--- src/common/mm_pkg.sv ---
package mm_pkg;

    // ############################################################
    // matrix geometry.
    // ############################################################
    localparam int X_ROWS        = 3;
    localparam int X_COLS_Y_ROWS = 4;
    localparam int Y_COLS        = 3;

    localparam int X_DEPTH = X_ROWS * X_COLS_Y_ROWS;
    localparam int Y_DEPTH = X_COLS_Y_ROWS * Y_COLS;
    localparam int Z_DEPTH = X_ROWS * Y_COLS;

    localparam int OP_WIDTH       = 8;
    localparam int ACC_WIDTH      = 32;
    localparam int MEM_ADDR_WIDTH = 4;

    // ############################################################
    // host port and register map.
    // ############################################################
    localparam int AXI_ADDR_WIDTH = 12;
    localparam int AXI_DATA_WIDTH = 32;

    localparam logic [AXI_ADDR_WIDTH-1:0] CTRL_ADDR   = 12'h000;
    localparam logic [AXI_ADDR_WIDTH-1:0] STATUS_ADDR = 12'h004;
    localparam logic [AXI_ADDR_WIDTH-1:0] X_BASE      = 12'h100;
    localparam logic [AXI_ADDR_WIDTH-1:0] Y_BASE      = 12'h200;
    localparam logic [AXI_ADDR_WIDTH-1:0] Z_BASE      = 12'h300;

    // loop level the core is working in.
    typedef enum logic [2:0] {
        DONE,
        X_ROW_LOOP,
        Y_COL_LOOP,
        K_LOOP,
        FETCH,
        MULTI_LOOP,
        ACCUM,
        STORE
    } mm_state_t;

    typedef enum logic [1:0] {
        OKAY   = 2'b00,
        SLVERR = 2'b10
    } axi_resp_t;

endpackage

--- src/rtl/operand_ram.sv ---
module operand_ram #(
    parameter int DEPTH      = 16,
    parameter int WIDTH      = 8,
    parameter int ADDR_WIDTH = 4
) (
    input  logic                  clk,
    input  logic                  wen,
    input  logic [ADDR_WIDTH-1:0] waddr,
    input  logic [WIDTH-1:0]      wdata,
    input  logic [ADDR_WIDTH-1:0] raddr,
    output logic [WIDTH-1:0]      rdata
);

    logic [WIDTH-1:0] mem [DEPTH];

    always_ff @(posedge clk) begin
        if (wen) begin
            mem[waddr] <= wdata;
        end
        // a write to the address being read shows up at once.
        if (wen && waddr == raddr) begin
            rdata <= wdata;
        end else begin
            rdata <= mem[raddr];
        end
    end

endmodule

--- src/rtl/mm_axil_regs.sv ---
module mm_axil_regs (
    input  logic                               clk,
    input  logic                               multi_iter_rst,
    input  logic                               awvalid,
    output logic                               awready,
    input  logic [mm_pkg::AXI_ADDR_WIDTH-1:0]  awaddr,
    input  logic                               wvalid,
    output logic                               wready,
    input  logic [mm_pkg::AXI_DATA_WIDTH-1:0]  wdata,
    output logic                               bvalid,
    input  logic                               bready,
    output mm_pkg::axi_resp_t                  bresp,
    input  logic                               arvalid,
    output logic                               arready,
    input  logic [mm_pkg::AXI_ADDR_WIDTH-1:0]  araddr,
    output logic                               rvalid,
    input  logic                               rready,
    output logic [mm_pkg::AXI_DATA_WIDTH-1:0]  rdata,
    output mm_pkg::axi_resp_t                  rresp,
    output logic                               start,
    input  logic                               busy,
    output logic                               x_wen,
    output logic [mm_pkg::MEM_ADDR_WIDTH-1:0]  x_waddr,
    output logic [mm_pkg::OP_WIDTH-1:0]        x_wdata,
    output logic                               y_wen,
    output logic [mm_pkg::MEM_ADDR_WIDTH-1:0]  y_waddr,
    output logic [mm_pkg::OP_WIDTH-1:0]        y_wdata,
    output logic [mm_pkg::MEM_ADDR_WIDTH-1:0]  z_raddr,
    input  logic [mm_pkg::ACC_WIDTH-1:0]       z_rdata
);
    import mm_pkg::*;

    logic want_w;
    logic want_r;
    logic grant_w;
    logic grant_r;
    logic prefer_rd;
    logic rd_pend;
    logic rd_z;
    logic busy_q;
    logic done;
    logic aw_ctrl;
    logic aw_x;
    logic aw_y;
    logic ar_z;

    logic [AXI_ADDR_WIDTH-1:0] rd_addr;
    logic [AXI_DATA_WIDTH-1:0] rd_word;
    logic [AXI_DATA_WIDTH-1:0] rd_word_q;

    axi_resp_t w_resp;
    axi_resp_t r_resp;

    function automatic logic in_window(input logic [AXI_ADDR_WIDTH-1:0] addr,
                                       input logic [AXI_ADDR_WIDTH-1:0] base,
                                       input int unsigned depth);
        return (addr[1:0] == 2'b00) && (addr >= base) &&
               (addr < base + AXI_ADDR_WIDTH'(4 * depth));
    endfunction

    // ############################################################
    // handshakes, one transaction per direction, alternating.
    // ############################################################
    assign want_w  = awvalid && wvalid && !bvalid;
    assign want_r  = arvalid && !rd_pend && !rvalid;
    assign grant_w = want_w && (!want_r || !prefer_rd);
    assign grant_r = want_r && (!want_w || prefer_rd);

    assign awready = grant_w;
    assign wready  = grant_w;
    assign arready = grant_r;

    // write decode.
    assign aw_ctrl = (awaddr == CTRL_ADDR);
    assign aw_x    = in_window(awaddr, X_BASE, X_DEPTH);
    assign aw_y    = in_window(awaddr, Y_BASE, Y_DEPTH);

    always_comb begin
        if (aw_ctrl || ((aw_x || aw_y) && !busy)) begin
            w_resp = OKAY;
        end else begin
            w_resp = SLVERR;
        end
    end

    assign start   = grant_w && aw_ctrl && wdata[0];
    assign x_wen   = grant_w && aw_x && !busy;
    assign x_waddr = awaddr[2 +: MEM_ADDR_WIDTH];
    assign x_wdata = wdata[OP_WIDTH-1:0];
    assign y_wen   = grant_w && aw_y && !busy;
    assign y_waddr = awaddr[2 +: MEM_ADDR_WIDTH];
    assign y_wdata = wdata[OP_WIDTH-1:0];

    // read decode, sampled at the address handshake.
    assign ar_z = in_window(araddr, Z_BASE, Z_DEPTH);

    always_comb begin
        r_resp  = SLVERR;
        rd_word = '0;
        if (araddr == CTRL_ADDR) begin
            r_resp = OKAY;
        end else if (araddr == STATUS_ADDR) begin
            r_resp  = OKAY;
            rd_word = {{(AXI_DATA_WIDTH - 2){1'b0}}, done, busy};
        end else if (ar_z && !busy) begin
            r_resp = OKAY;
        end
    end

    always_ff @(posedge clk or posedge multi_iter_rst) begin
        if (multi_iter_rst) begin
            bvalid    <= 1'b0;
            bresp     <= OKAY;
            rvalid    <= 1'b0;
            rresp     <= OKAY;
            rd_pend   <= 1'b0;
            rd_z      <= 1'b0;
            prefer_rd <= 1'b0;
            busy_q    <= 1'b0;
            done      <= 1'b0;
        end else begin
            busy_q <= busy;
            if (start) begin
                done <= 1'b0;
            end else if (busy_q && !busy) begin
                done <= 1'b1;
            end

            if (grant_w) begin
                bvalid    <= 1'b1;
                bresp     <= w_resp;
                prefer_rd <= 1'b1;
            end else if (bready) begin
                bvalid <= 1'b0;
            end

            if (grant_r) begin
                rd_pend   <= 1'b1;
                rresp     <= r_resp;
                rd_z      <= ar_z && !busy;
                prefer_rd <= 1'b0;
            end

            // one cycle for the registered Z read.
            if (rd_pend) begin
                rd_pend <= 1'b0;
                rvalid  <= 1'b1;
            end else if (rready) begin
                rvalid <= 1'b0;
            end
        end
    end

    always_ff @(posedge clk) begin
        if (grant_r) begin
            rd_addr   <= araddr;
            rd_word_q <= rd_word;
        end
    end

    assign z_raddr = rd_addr[2 +: MEM_ADDR_WIDTH];
    assign rdata   = rd_z ? z_rdata : rd_word_q;

    a_bvalid_hold: assert property (
        @(posedge clk) disable iff (multi_iter_rst) bvalid && !bready |=> bvalid
    );

    a_rvalid_hold: assert property (
        @(posedge clk) disable iff (multi_iter_rst) rvalid && !rready |=> rvalid
    );

endmodule

--- src/matrix_multiplier/matrix_multiplier.sv ---
module matrix_multiplier (
    input  logic                               clk,
    input  logic                               multi_iter_rst,
    input  logic                               start,
    input  logic [mm_pkg::OP_WIDTH-1:0]        x_data,
    input  logic [mm_pkg::OP_WIDTH-1:0]        y_data,
    output logic [mm_pkg::MEM_ADDR_WIDTH-1:0]  x_addr,
    output logic [mm_pkg::MEM_ADDR_WIDTH-1:0]  y_addr,
    output logic [mm_pkg::MEM_ADDR_WIDTH-1:0]  z_addr,
    output logic [mm_pkg::ACC_WIDTH-1:0]       z_data,
    output logic                               z_wen,
    output logic                               busy
);
    import mm_pkg::*;

    mm_state_t state;

    // loop counters.
    logic [MEM_ADDR_WIDTH-1:0] row;
    logic [MEM_ADDR_WIDTH-1:0] col;
    logic [MEM_ADDR_WIDTH-1:0] k;
    logic [MEM_ADDR_WIDTH-1:0] x_base;
    logic [OP_WIDTH-1:0]       multi_iter;

    logic [ACC_WIDTH-1:0] product;
    logic [ACC_WIDTH-1:0] z_sum;

    assign z_wen  = (state == STORE);
    assign z_data = z_sum;

    // ############################################################
    // loop-nest state machine and address counters.
    // ############################################################
    always_ff @(posedge clk or posedge multi_iter_rst) begin
        if (multi_iter_rst) begin
            state      <= DONE;
            busy       <= 1'b0;
            row        <= '0;
            col        <= '0;
            k          <= '0;
            x_base     <= '0;
            multi_iter <= '0;
            x_addr     <= '0;
            y_addr     <= '0;
            z_addr     <= '0;
        end else begin
            case (state)
                DONE: begin
                    if (start) begin
                        busy   <= 1'b1;
                        row    <= '0;
                        col    <= '0;
                        k      <= '0;
                        x_base <= '0;
                        x_addr <= '0;
                        y_addr <= '0;
                        z_addr <= '0;
                        state  <= X_ROW_LOOP;
                    end
                end
                // first fetch of a row, or the closing cycle after the last row.
                X_ROW_LOOP: begin
                    if (row == MEM_ADDR_WIDTH'(X_ROWS)) begin
                        busy  <= 1'b0;
                        state <= DONE;
                    end else begin
                        state <= K_LOOP;
                    end
                end
                Y_COL_LOOP, FETCH: begin
                    state <= K_LOOP;
                end
                // operands are valid here.
                K_LOOP: begin
                    multi_iter <= '0;
                    if (x_data == '0) begin
                        state <= ACCUM;
                    end else begin
                        state <= MULTI_LOOP;
                    end
                end
                MULTI_LOOP: begin
                    multi_iter <= multi_iter + 1'b1;
                    if (multi_iter + OP_WIDTH'(1) == x_data) begin
                        state <= ACCUM;
                    end
                end
                ACCUM: begin
                    if (k == MEM_ADDR_WIDTH'(X_COLS_Y_ROWS - 1)) begin
                        state <= STORE;
                    end else begin
                        k      <= k + 1'b1;
                        x_addr <= x_addr + 1'b1;
                        y_addr <= y_addr + MEM_ADDR_WIDTH'(Y_COLS);
                        state  <= FETCH;
                    end
                end
                STORE: begin
                    k      <= '0;
                    z_addr <= z_addr + 1'b1;
                    if (col == MEM_ADDR_WIDTH'(Y_COLS - 1)) begin
                        col    <= '0;
                        row    <= row + 1'b1;
                        x_base <= x_base + MEM_ADDR_WIDTH'(X_COLS_Y_ROWS);
                        x_addr <= x_base + MEM_ADDR_WIDTH'(X_COLS_Y_ROWS);
                        y_addr <= '0;
                        state  <= X_ROW_LOOP;
                    end else begin
                        col    <= col + 1'b1;
                        x_addr <= x_base;
                        y_addr <= col + 1'b1;
                        state  <= Y_COL_LOOP;
                    end
                end
                default: begin
                    state <= DONE;
                end
            endcase
        end
    end

    // ############################################################
    // iterated-addition multiply and dot-product sum.
    // ############################################################
    always_ff @(posedge clk) begin
        case (state)
            K_LOOP: begin
                product <= '0;
            end
            MULTI_LOOP: begin
                product <= product + ACC_WIDTH'(y_data);
            end
            ACCUM: begin
                z_sum <= z_sum + product;
            end
            DONE, STORE: begin
                z_sum <= '0;
            end
            default: begin
            end
        endcase
    end

    a_store_while_busy: assert property (
        @(posedge clk) disable iff (multi_iter_rst) z_wen |-> busy
    );

    // busy only drops together with the return to DONE.
    a_busy_until_done: assert property (
        @(posedge clk) disable iff (multi_iter_rst) busy |=> busy || state == DONE
    );

endmodule

--- src/rtl/mm_top.sv ---
module mm_top (
    input  logic                               clk,
    input  logic                               multi_iter_rst,
    input  logic                               awvalid,
    output logic                               awready,
    input  logic [mm_pkg::AXI_ADDR_WIDTH-1:0]  awaddr,
    input  logic                               wvalid,
    output logic                               wready,
    input  logic [mm_pkg::AXI_DATA_WIDTH-1:0]  wdata,
    output logic                               bvalid,
    input  logic                               bready,
    output mm_pkg::axi_resp_t                  bresp,
    input  logic                               arvalid,
    output logic                               arready,
    input  logic [mm_pkg::AXI_ADDR_WIDTH-1:0]  araddr,
    output logic                               rvalid,
    input  logic                               rready,
    output logic [mm_pkg::AXI_DATA_WIDTH-1:0]  rdata,
    output mm_pkg::axi_resp_t                  rresp
);
    import mm_pkg::*;

    logic start;
    logic busy;

    // host side of the memories.
    logic                      x_wen;
    logic [MEM_ADDR_WIDTH-1:0] x_waddr;
    logic [OP_WIDTH-1:0]       x_wdata;
    logic                      y_wen;
    logic [MEM_ADDR_WIDTH-1:0] y_waddr;
    logic [OP_WIDTH-1:0]       y_wdata;
    logic [MEM_ADDR_WIDTH-1:0] z_raddr;
    logic [ACC_WIDTH-1:0]      z_rdata;

    // core side of the memories.
    logic [MEM_ADDR_WIDTH-1:0] x_addr;
    logic [OP_WIDTH-1:0]       x_data;
    logic [MEM_ADDR_WIDTH-1:0] y_addr;
    logic [OP_WIDTH-1:0]       y_data;
    logic [MEM_ADDR_WIDTH-1:0] z_addr;
    logic [ACC_WIDTH-1:0]      z_data;
    logic                      z_wen;

    mm_axil_regs mm_axil_regs_inst (
        .clk            (clk),
        .multi_iter_rst (multi_iter_rst),
        .awvalid        (awvalid),
        .awready        (awready),
        .awaddr         (awaddr),
        .wvalid         (wvalid),
        .wready         (wready),
        .wdata          (wdata),
        .bvalid         (bvalid),
        .bready         (bready),
        .bresp          (bresp),
        .arvalid        (arvalid),
        .arready        (arready),
        .araddr         (araddr),
        .rvalid         (rvalid),
        .rready         (rready),
        .rdata          (rdata),
        .rresp          (rresp),
        .start          (start),
        .busy           (busy),
        .x_wen          (x_wen),
        .x_waddr        (x_waddr),
        .x_wdata        (x_wdata),
        .y_wen          (y_wen),
        .y_waddr        (y_waddr),
        .y_wdata        (y_wdata),
        .z_raddr        (z_raddr),
        .z_rdata        (z_rdata)
    );

    operand_ram #(
        .DEPTH      (X_DEPTH),
        .WIDTH      (OP_WIDTH),
        .ADDR_WIDTH (MEM_ADDR_WIDTH)
    ) x_ram (
        .clk   (clk),
        .wen   (x_wen),
        .waddr (x_waddr),
        .wdata (x_wdata),
        .raddr (x_addr),
        .rdata (x_data)
    );

    operand_ram #(
        .DEPTH      (Y_DEPTH),
        .WIDTH      (OP_WIDTH),
        .ADDR_WIDTH (MEM_ADDR_WIDTH)
    ) y_ram (
        .clk   (clk),
        .wen   (y_wen),
        .waddr (y_waddr),
        .wdata (y_wdata),
        .raddr (y_addr),
        .rdata (y_data)
    );

    operand_ram #(
        .DEPTH      (Z_DEPTH),
        .WIDTH      (ACC_WIDTH),
        .ADDR_WIDTH (MEM_ADDR_WIDTH)
    ) z_ram (
        .clk   (clk),
        .wen   (z_wen),
        .waddr (z_addr),
        .wdata (z_data),
        .raddr (z_raddr),
        .rdata (z_rdata)
    );

    matrix_multiplier matrix_multiplier_inst (
        .clk            (clk),
        .multi_iter_rst (multi_iter_rst),
        .start          (start),
        .x_data         (x_data),
        .y_data         (y_data),
        .x_addr         (x_addr),
        .y_addr         (y_addr),
        .z_addr         (z_addr),
        .z_data         (z_data),
        .z_wen          (z_wen),
        .busy           (busy)
    );

endmodule

--- config.mk ---
export PLATFORM = sky130hd
export DESIGN_NAME = mm_top
export DESIGN_NICKNAME = d
export VERILOG_FILES = /design/src/common/mm_pkg.sv /design/src/rtl/operand_ram.sv /design/src/rtl/mm_axil_regs.sv /design/src/matrix_multiplier/matrix_multiplier.sv /design/src/rtl/mm_top.sv
export SDC_FILE = /design/constraint.sdc
export NUM_CORES = 1
export LEC_CHECK = 0
export BUFFER_PORTS_ARGS = -buffer_cell sky130_fd_sc_hd__buf_2
export CAP_MARGIN = 10
export CELL_PAD_IN_SITES_DETAIL_PLACEMENT = 1
export CELL_PAD_IN_SITES_GLOBAL_PLACEMENT = 2
export CORE_MARGIN = 2
export CORE_UTILIZATION = 46
export CTS_CLUSTER_DIAMETER = 100
export CTS_CLUSTER_SIZE = 8
export DETAILED_ROUTE_END_ITERATION = 10
export PLACE_DENSITY = 0.81
export SYNTH_ARGS = -nofsm -noshare
export SYNTH_HDL_FRONTEND = slang
export SYNTH_SLANG_ARGS = --single-unit
--- constraint.sdc ---
create_clock -name clk -period 5.08 [get_ports clk]
set_input_delay 0.762 -clock clk [delete_from_list [all_inputs] [get_ports clk]]
set_output_delay 0.762 -clock clk [all_outputs]
set_load 0.02 [all_outputs]
* After elaboration in Yosys (flattened, before gate mapping)
Memories as Yosys holds them, arrays and structs flattened. A register that Yosys moved wholly into a read port is not among the register bits. Index checks and enable logic that the tools add are counted.
Word-level totals: memory bits (writable) 480, memories 3, output and inout port bits 41, input port bits 63, register bits 153, logic and storage cells 164
Memory list:
- z_ram.mem | depth 9, bits a word 32, read ports 1, clocked after memory_dff 1, write ports 1, RTL line operand_ram.sv:14 | logic [WIDTH-1:0] mem [DEPTH];
- x_ram.mem | depth 12, bits a word 8, read ports 1, clocked after memory_dff 1, write ports 1, RTL line operand_ram.sv:14
- y_ram.mem | depth 12, bits a word 8, read ports 1, clocked after memory_dff 1, write ports 1, RTL line operand_ram.sv:14
Operators by class: bitwise operators 1, reduce and logical (&&, ||, !) cells 55, $add $sub $neg 10, magnitude comparators 6, mux-type cells 48, equal/unequal tests 17
Operators with widths (count):
- one-hot mux 32 bit (2 select lines) | 2
- one-hot mux 4 bit (3 select lines) | 3
- adder 32 bit | 1
- adder 32 x 8 -> 32 bit | 1
- two-way mux 32 bit | 1
- one-hot mux 4 bit (2 select lines) | 4
- two-way mux 4 bit | 7
- greater-or-equal comparator 12 x 10 -> 1 bit, second input constant | 2
- zero test 12 bit | 2
- less-than comparator 12 x 10 -> 1 bit, second input constant | 2
- logical AND 1 bit | 21
- one-hot mux 3 bit (7 select lines) | 1
- adder 4 x 1 -> 4 bit, second input constant | 5
- two-way mux 1 bit | 18
- two-way mux 2 bit | 8
- one-hot mux 8 bit (2 select lines) | 1
- nonzero test 2 bit | 8
- equality test 12 x 3 -> 1 bit, second input constant | 1
- equality test 3 bit, second input constant | 4
- equality test 4 x 2 -> 1 bit, second input constant | 3
- greater-or-equal comparator 12 x 9 -> 1 bit, second input constant | 1
- less-than comparator 12 x 9 -> 1 bit, second input constant | 1
- AND reduction 3 bit | 3
- adder 8 x 1 -> 8 bit, second input constant | 1
- other kinds (18) | 36

* Logic depth before layout (Yosys ltp)
depth in word-level cells 10, gate-level depth with buffers 16, depth with buffers taken out 13

* Modules after synthesis
Synthesis repeated with hierarchy kept, for this count alone.
Unflattened totals: cells, all modules 1843, area total of the unflattened synthesis 26972.1 um^2
Modules (own cells, without submodules):
- operand_ram (z_ram) | cells an instance 601, instances 1, area an instance 11334.6 um^2, sequential area each 8728.4 um^2
- operand_ram (x_ram ...) | cells an instance 178, instances 2, area an instance 3793.6 um^2, sequential area each 2962.8 um^2
- matrix_multiplier | cells an instance 764, instances 1, area an instance 6916.6 um^2, sequential area each 2872.8 um^2
- mm_axil_regs | cells an instance 122, instances 1, area an instance 1133.6 um^2, sequential area each 405.4 um^2

* Worst setup path before layout
Ideal clock, no wire load.
path type register -> register, start register (tool-made name), end register matrix_multiplier_inst.product[15], data pin, cell stages (with the launch flop) 15, required time 4.814 ns, path buffers 2, slack 0.987 ns, period minus slack after synthesis 4.093 ns, library setup time 0.266 ns, arrival time 3.827 ns, cells stage by stage dfxtp_1 clkbuf_1 buf_1 mux4_2 mux2i_1 o21ai_0 ha_1 a21o_1 a21o_1 a2111oi_0 or3_1 nand3_1 and4_1 xnor2_1 nor2_1
RTL lines:
- end signal, assigned | RTL line matrix_multiplier.sv:131 | product <= product + ACC_WIDTH'(y_data);
- end, declared | RTL line matrix_multiplier.sv:25 | logic [ACC_WIDTH-1:0] product;

==> results.py <==
metrics = {
    "route": {
        "route.antenna.remaining_nets": 0,
        "routed_wl_mm": 59.5,
        "firstDrtPassIters": 5,
        "routed-via-count": 14700,
        "drtIter0Drc": 1121,
        "detail_route.drc_violations": 0,
        "avgRoutedWirePerCell_microns": 22.9,
        "vias_per_cell": 5.65,
    },
    "final_layout": {
        "ff_latch_area_sq_um": 17900,
        "post_route_cells_drive_above_1_share_pct": 18.6,
        "layout_commonest_cell": "edfxtp_1",
        "flow.area_growth_from_synthesis_pct": 14.5,
        "fillCellCount": 5393,
        "top_library_cells_by_usage_in_the_layout_fill_and_taps_aside": "edfxtp_1, nand2_1, nor2_1, mux4_2",
        "fin_util_pct": 53.2,
        "final_design_area_no_fill_sq_um": 30000,
        "multi_input_gate_area_sq_um": 7870,
        "nets": 1905,
    },
    "sta": {
        "rsz0062_at_grt": "no",
        "fin_max_slew_vios": 0,
        "timing_hold_violations_final": 0,
        "max_slew.worst_pin.slew_ns": 1.18,
        "timing.fmax_mhz": 234,
        "fin_worst_skew_ns": 0.0372,
        "timing.final.setup_violations": 0,
        "final.setup.tns_ns": 0,
        "layout_worst_path_cycle_share_pct": 84.2,
        "headroom_to_the_max_slew_limit_pct": 20.4,
        "post-route-min-period_ns": 4.28,
    },
    "synthesis": {
        "ys.flop_type": "edfxtp_1",
        "ys_top_cells_by_area": "edfxtp_1, mux4_2, dfrtp_1, ha_1, mux2i_1",
        "synth-seq-cells": 609,
        "netlist.top_cell.by_area": "edfxtp_1",
        "synth.cell_area_sq_um": 26200,
        "post_synthesis_cell_count": 1657,
        "synth_enable_flop_cells": 550,
        "yosysSeqAreaShare_pct": 68.4,
        "synth.avg_cell_area_sq_um": 15.8,
        "post-synth-top-area-fraction_pct": 63.0,
        "synth_async_sr_flop_share_pct": 7.72,
        "netlist-cell-type-count": 73,
        "yosys_warnings": 0,
    },
    "floorplan": {
        "die_width_microns": 243,
        "std_cell_rows": 87,
        "coreArea_sq_um": 56400,
        "start_util_pct": 46.5,
        "die_h_microns": 243,
        "floorplan.die_area_sq_um": 58900,
        "io-pin-count": 104,
    },
    "placement": {
        "buffers_added_on_ports": 77,
        "detailedPlacementHpwl_mm": 38.1,
        "standard_cell_area_after_detailed_placement_sq_um": 27500,
        "gp_congestion": 0.817,
    },
    "setup_path": {
        "endpoint_kind": "flip-flop",
        "cp_arrival_ns": 4.63,
        "crit_fanout": 14,
        "crit_type": "flip-flop to flip-flop",
        "worstPathRequired_ns": 5.43,
        "critPathLaunchType": "flip-flop",
    },
    "clocking": {
        "cts_buffer_depth": 3,
        "worst_setup_hold_path_clk_slew_ns": 0.05,
        "number_of_clock_buffers_inserted_by_tritoncts": 86,
        "cts_num_sinks": 609,
        "cts-resized-gates": 0,
        "clk_root_buffer_cell": "clkbuf_16",
        "postCtsSetupRepairBufs": 0,
        "clock_latency_ns": 0.64,
        "ctsHtreeMaxLevel": 3,
        "cts-hold-fix-buffers": 0,
        "tritoncts": "built",
    },
    "global_route": {
        "antenna_found_initial": 0,
        "first_global_vias": 15900,
        "grt_pass1_wl_mm": 92.3,
        "globalRouteOverflowTotal": 0,
        "grt_start_max_net_pins": 48,
        "grt_use_total_pct": 20.5,
    },
    "pwr": {
        "total_leakage_power_nw": 10.6,
        "worst_ir_drop_vdd_mv": 0.300,
        "p_per_area_nw_per_um2": 372,
    },
    "hold_path": {
        "hp-class": "input port to asynchronous set/reset pin",
    },
    "status": {
        "status": "complete, no violations",
    },
    "job": {
        "timing.max_cap.violations": 0,
    },
}
power breakdown:
part	internal, W	switching, W
clock	0.00313	0.00212
sequential	0.00545	0.0000663
combinational	0.000194	0.000206
total	0.00877	0.00240
final cells by class:
cell class	count	area share [%]
diodes	2	0.0167
clock buffers	124	7.64
clock inverters	8	0.617
inverters	36	0.450
multi-input cells	949	26.2
flip-flops and latches	609	59.8
well taps	756	3.15
repair buffers	110	2.15
registers in the layout, indices dropped and copies added (netlist names), 2 cells and up, named ones only:
register	count
matrix_multiplier_inst.multi_iter	8
x_ram.mem	96
matrix_multiplier_inst.x_addr	4
matrix_multiplier_inst.row	4
matrix_multiplier_inst.z_data	32
mm_axil_regs_inst.rd_word_q	2
matrix_multiplier_inst.x_base	2
matrix_multiplier_inst.k	4
matrix_multiplier_inst.col	4
matrix_multiplier_inst.product	32
matrix_multiplier_inst.state	3
z_ram.mem	288
mm_axil_regs_inst.rd_addr	4
matrix_multiplier_inst.z_addr	4
y_ram.mem	96
matrix_multiplier_inst.y_addr	4
kinds of logic after synthesis:
group | Yosys count | share of synthesized area [%]
flops | 609 | 68.4
simple gates | 425 | 7.80
compound gates | 227 | 5.34
mux | 166 | 11.7
buf+inv | 100 | 1.64
xor+xnor | 79 | 2.64
fa+ha+maj | 50 | 2.44
other cells | 1 | 0.0143
per-stage QoR:
stage	cells	power, W	hold slack [ns]	setup slack [ns]
after floorplan	1658	0.00587	0.323	0.987
after detailed placement	2459	0.00601	0.333	0.728
after global routing	2592	0.0115	0.110	0.381
after CTS	2591	0.0113	0.287	0.705
after global placement	2459	0.00600	0.329	0.814
final	2594	0.0112	0.111	0.802
path summary, 6_finish.rpt:
path | end | depth (start not counted) | startpoint | slack [ns]
worst min register to register | flip-flop | 0 | mm_axil_regs_inst.rd_addr[5] | 0.34
max in group asynchronous | matrix_multiplier_inst.k[1] | 3 | multi_iter_rst | 4.44
worst max-delay path | matrix_multiplier_inst.product[15] | 13 | flip-flop | 0.80
min in group clk | mm_axil_regs_inst.bvalid | 2 | bready | 0.32
worst min-delay path | mm_axil_regs_inst.prefer_rd | 2 | multi_iter_rst | 0.11
worst max register to register | matrix_multiplier_inst.product[15] | 13 | flip-flop | 0.80
synthesized netlist by cell type, types with 5 or more instances:
cell type	n
or3_1	10
a21oi_1	54
nand2_1	129
mux4_2	112
xor2_1	45
buf_4	6
nor4b_1	5
and2_1	47
mux2_2	5
clkbuf_1	37
o31ai_1	10
dfxtp_1	12
edfxtp_1	550
nor4_1	7
o21bai_1	5
o21ai_1	6
buf_1	10
a21o_1	24
buf_2	8
nand3_1	26
inv_1	36
nand4_1	10
nor3_1	18
dfrtp_1	47
ha_1	48
xnor2_1	34
nor2_1	123
o21ai_0	86
nand2b_1	6
and3_1	13
nor2b_1	7
mux2i_1	49
critical path: stages (launching register included):
cell and delay, ns:
dfxtp_1 0.45, buf_4 0.34, mux4_2 0.56, mux2i_1 0.21, o21ai_0 0.14, ha_1 0.24, a21o_1 0.18, a21o_1 0.21
a2111oi_0 0.62, or3_1 0.21, nand3_1 0.29, and4_1 0.35, xnor2_1 0.14, nor2_1 0.06
routing by layer:
metal	global-route usage, %	up-vias	share of wire [%]
met5	0	-	0
met4	6.78	0	2.5
met3	3.62	111	4.2
met2	35.6	331	51
met1	26.2	7554	42
li1	-	6666	-
Power figures use the tool's default switching activity.
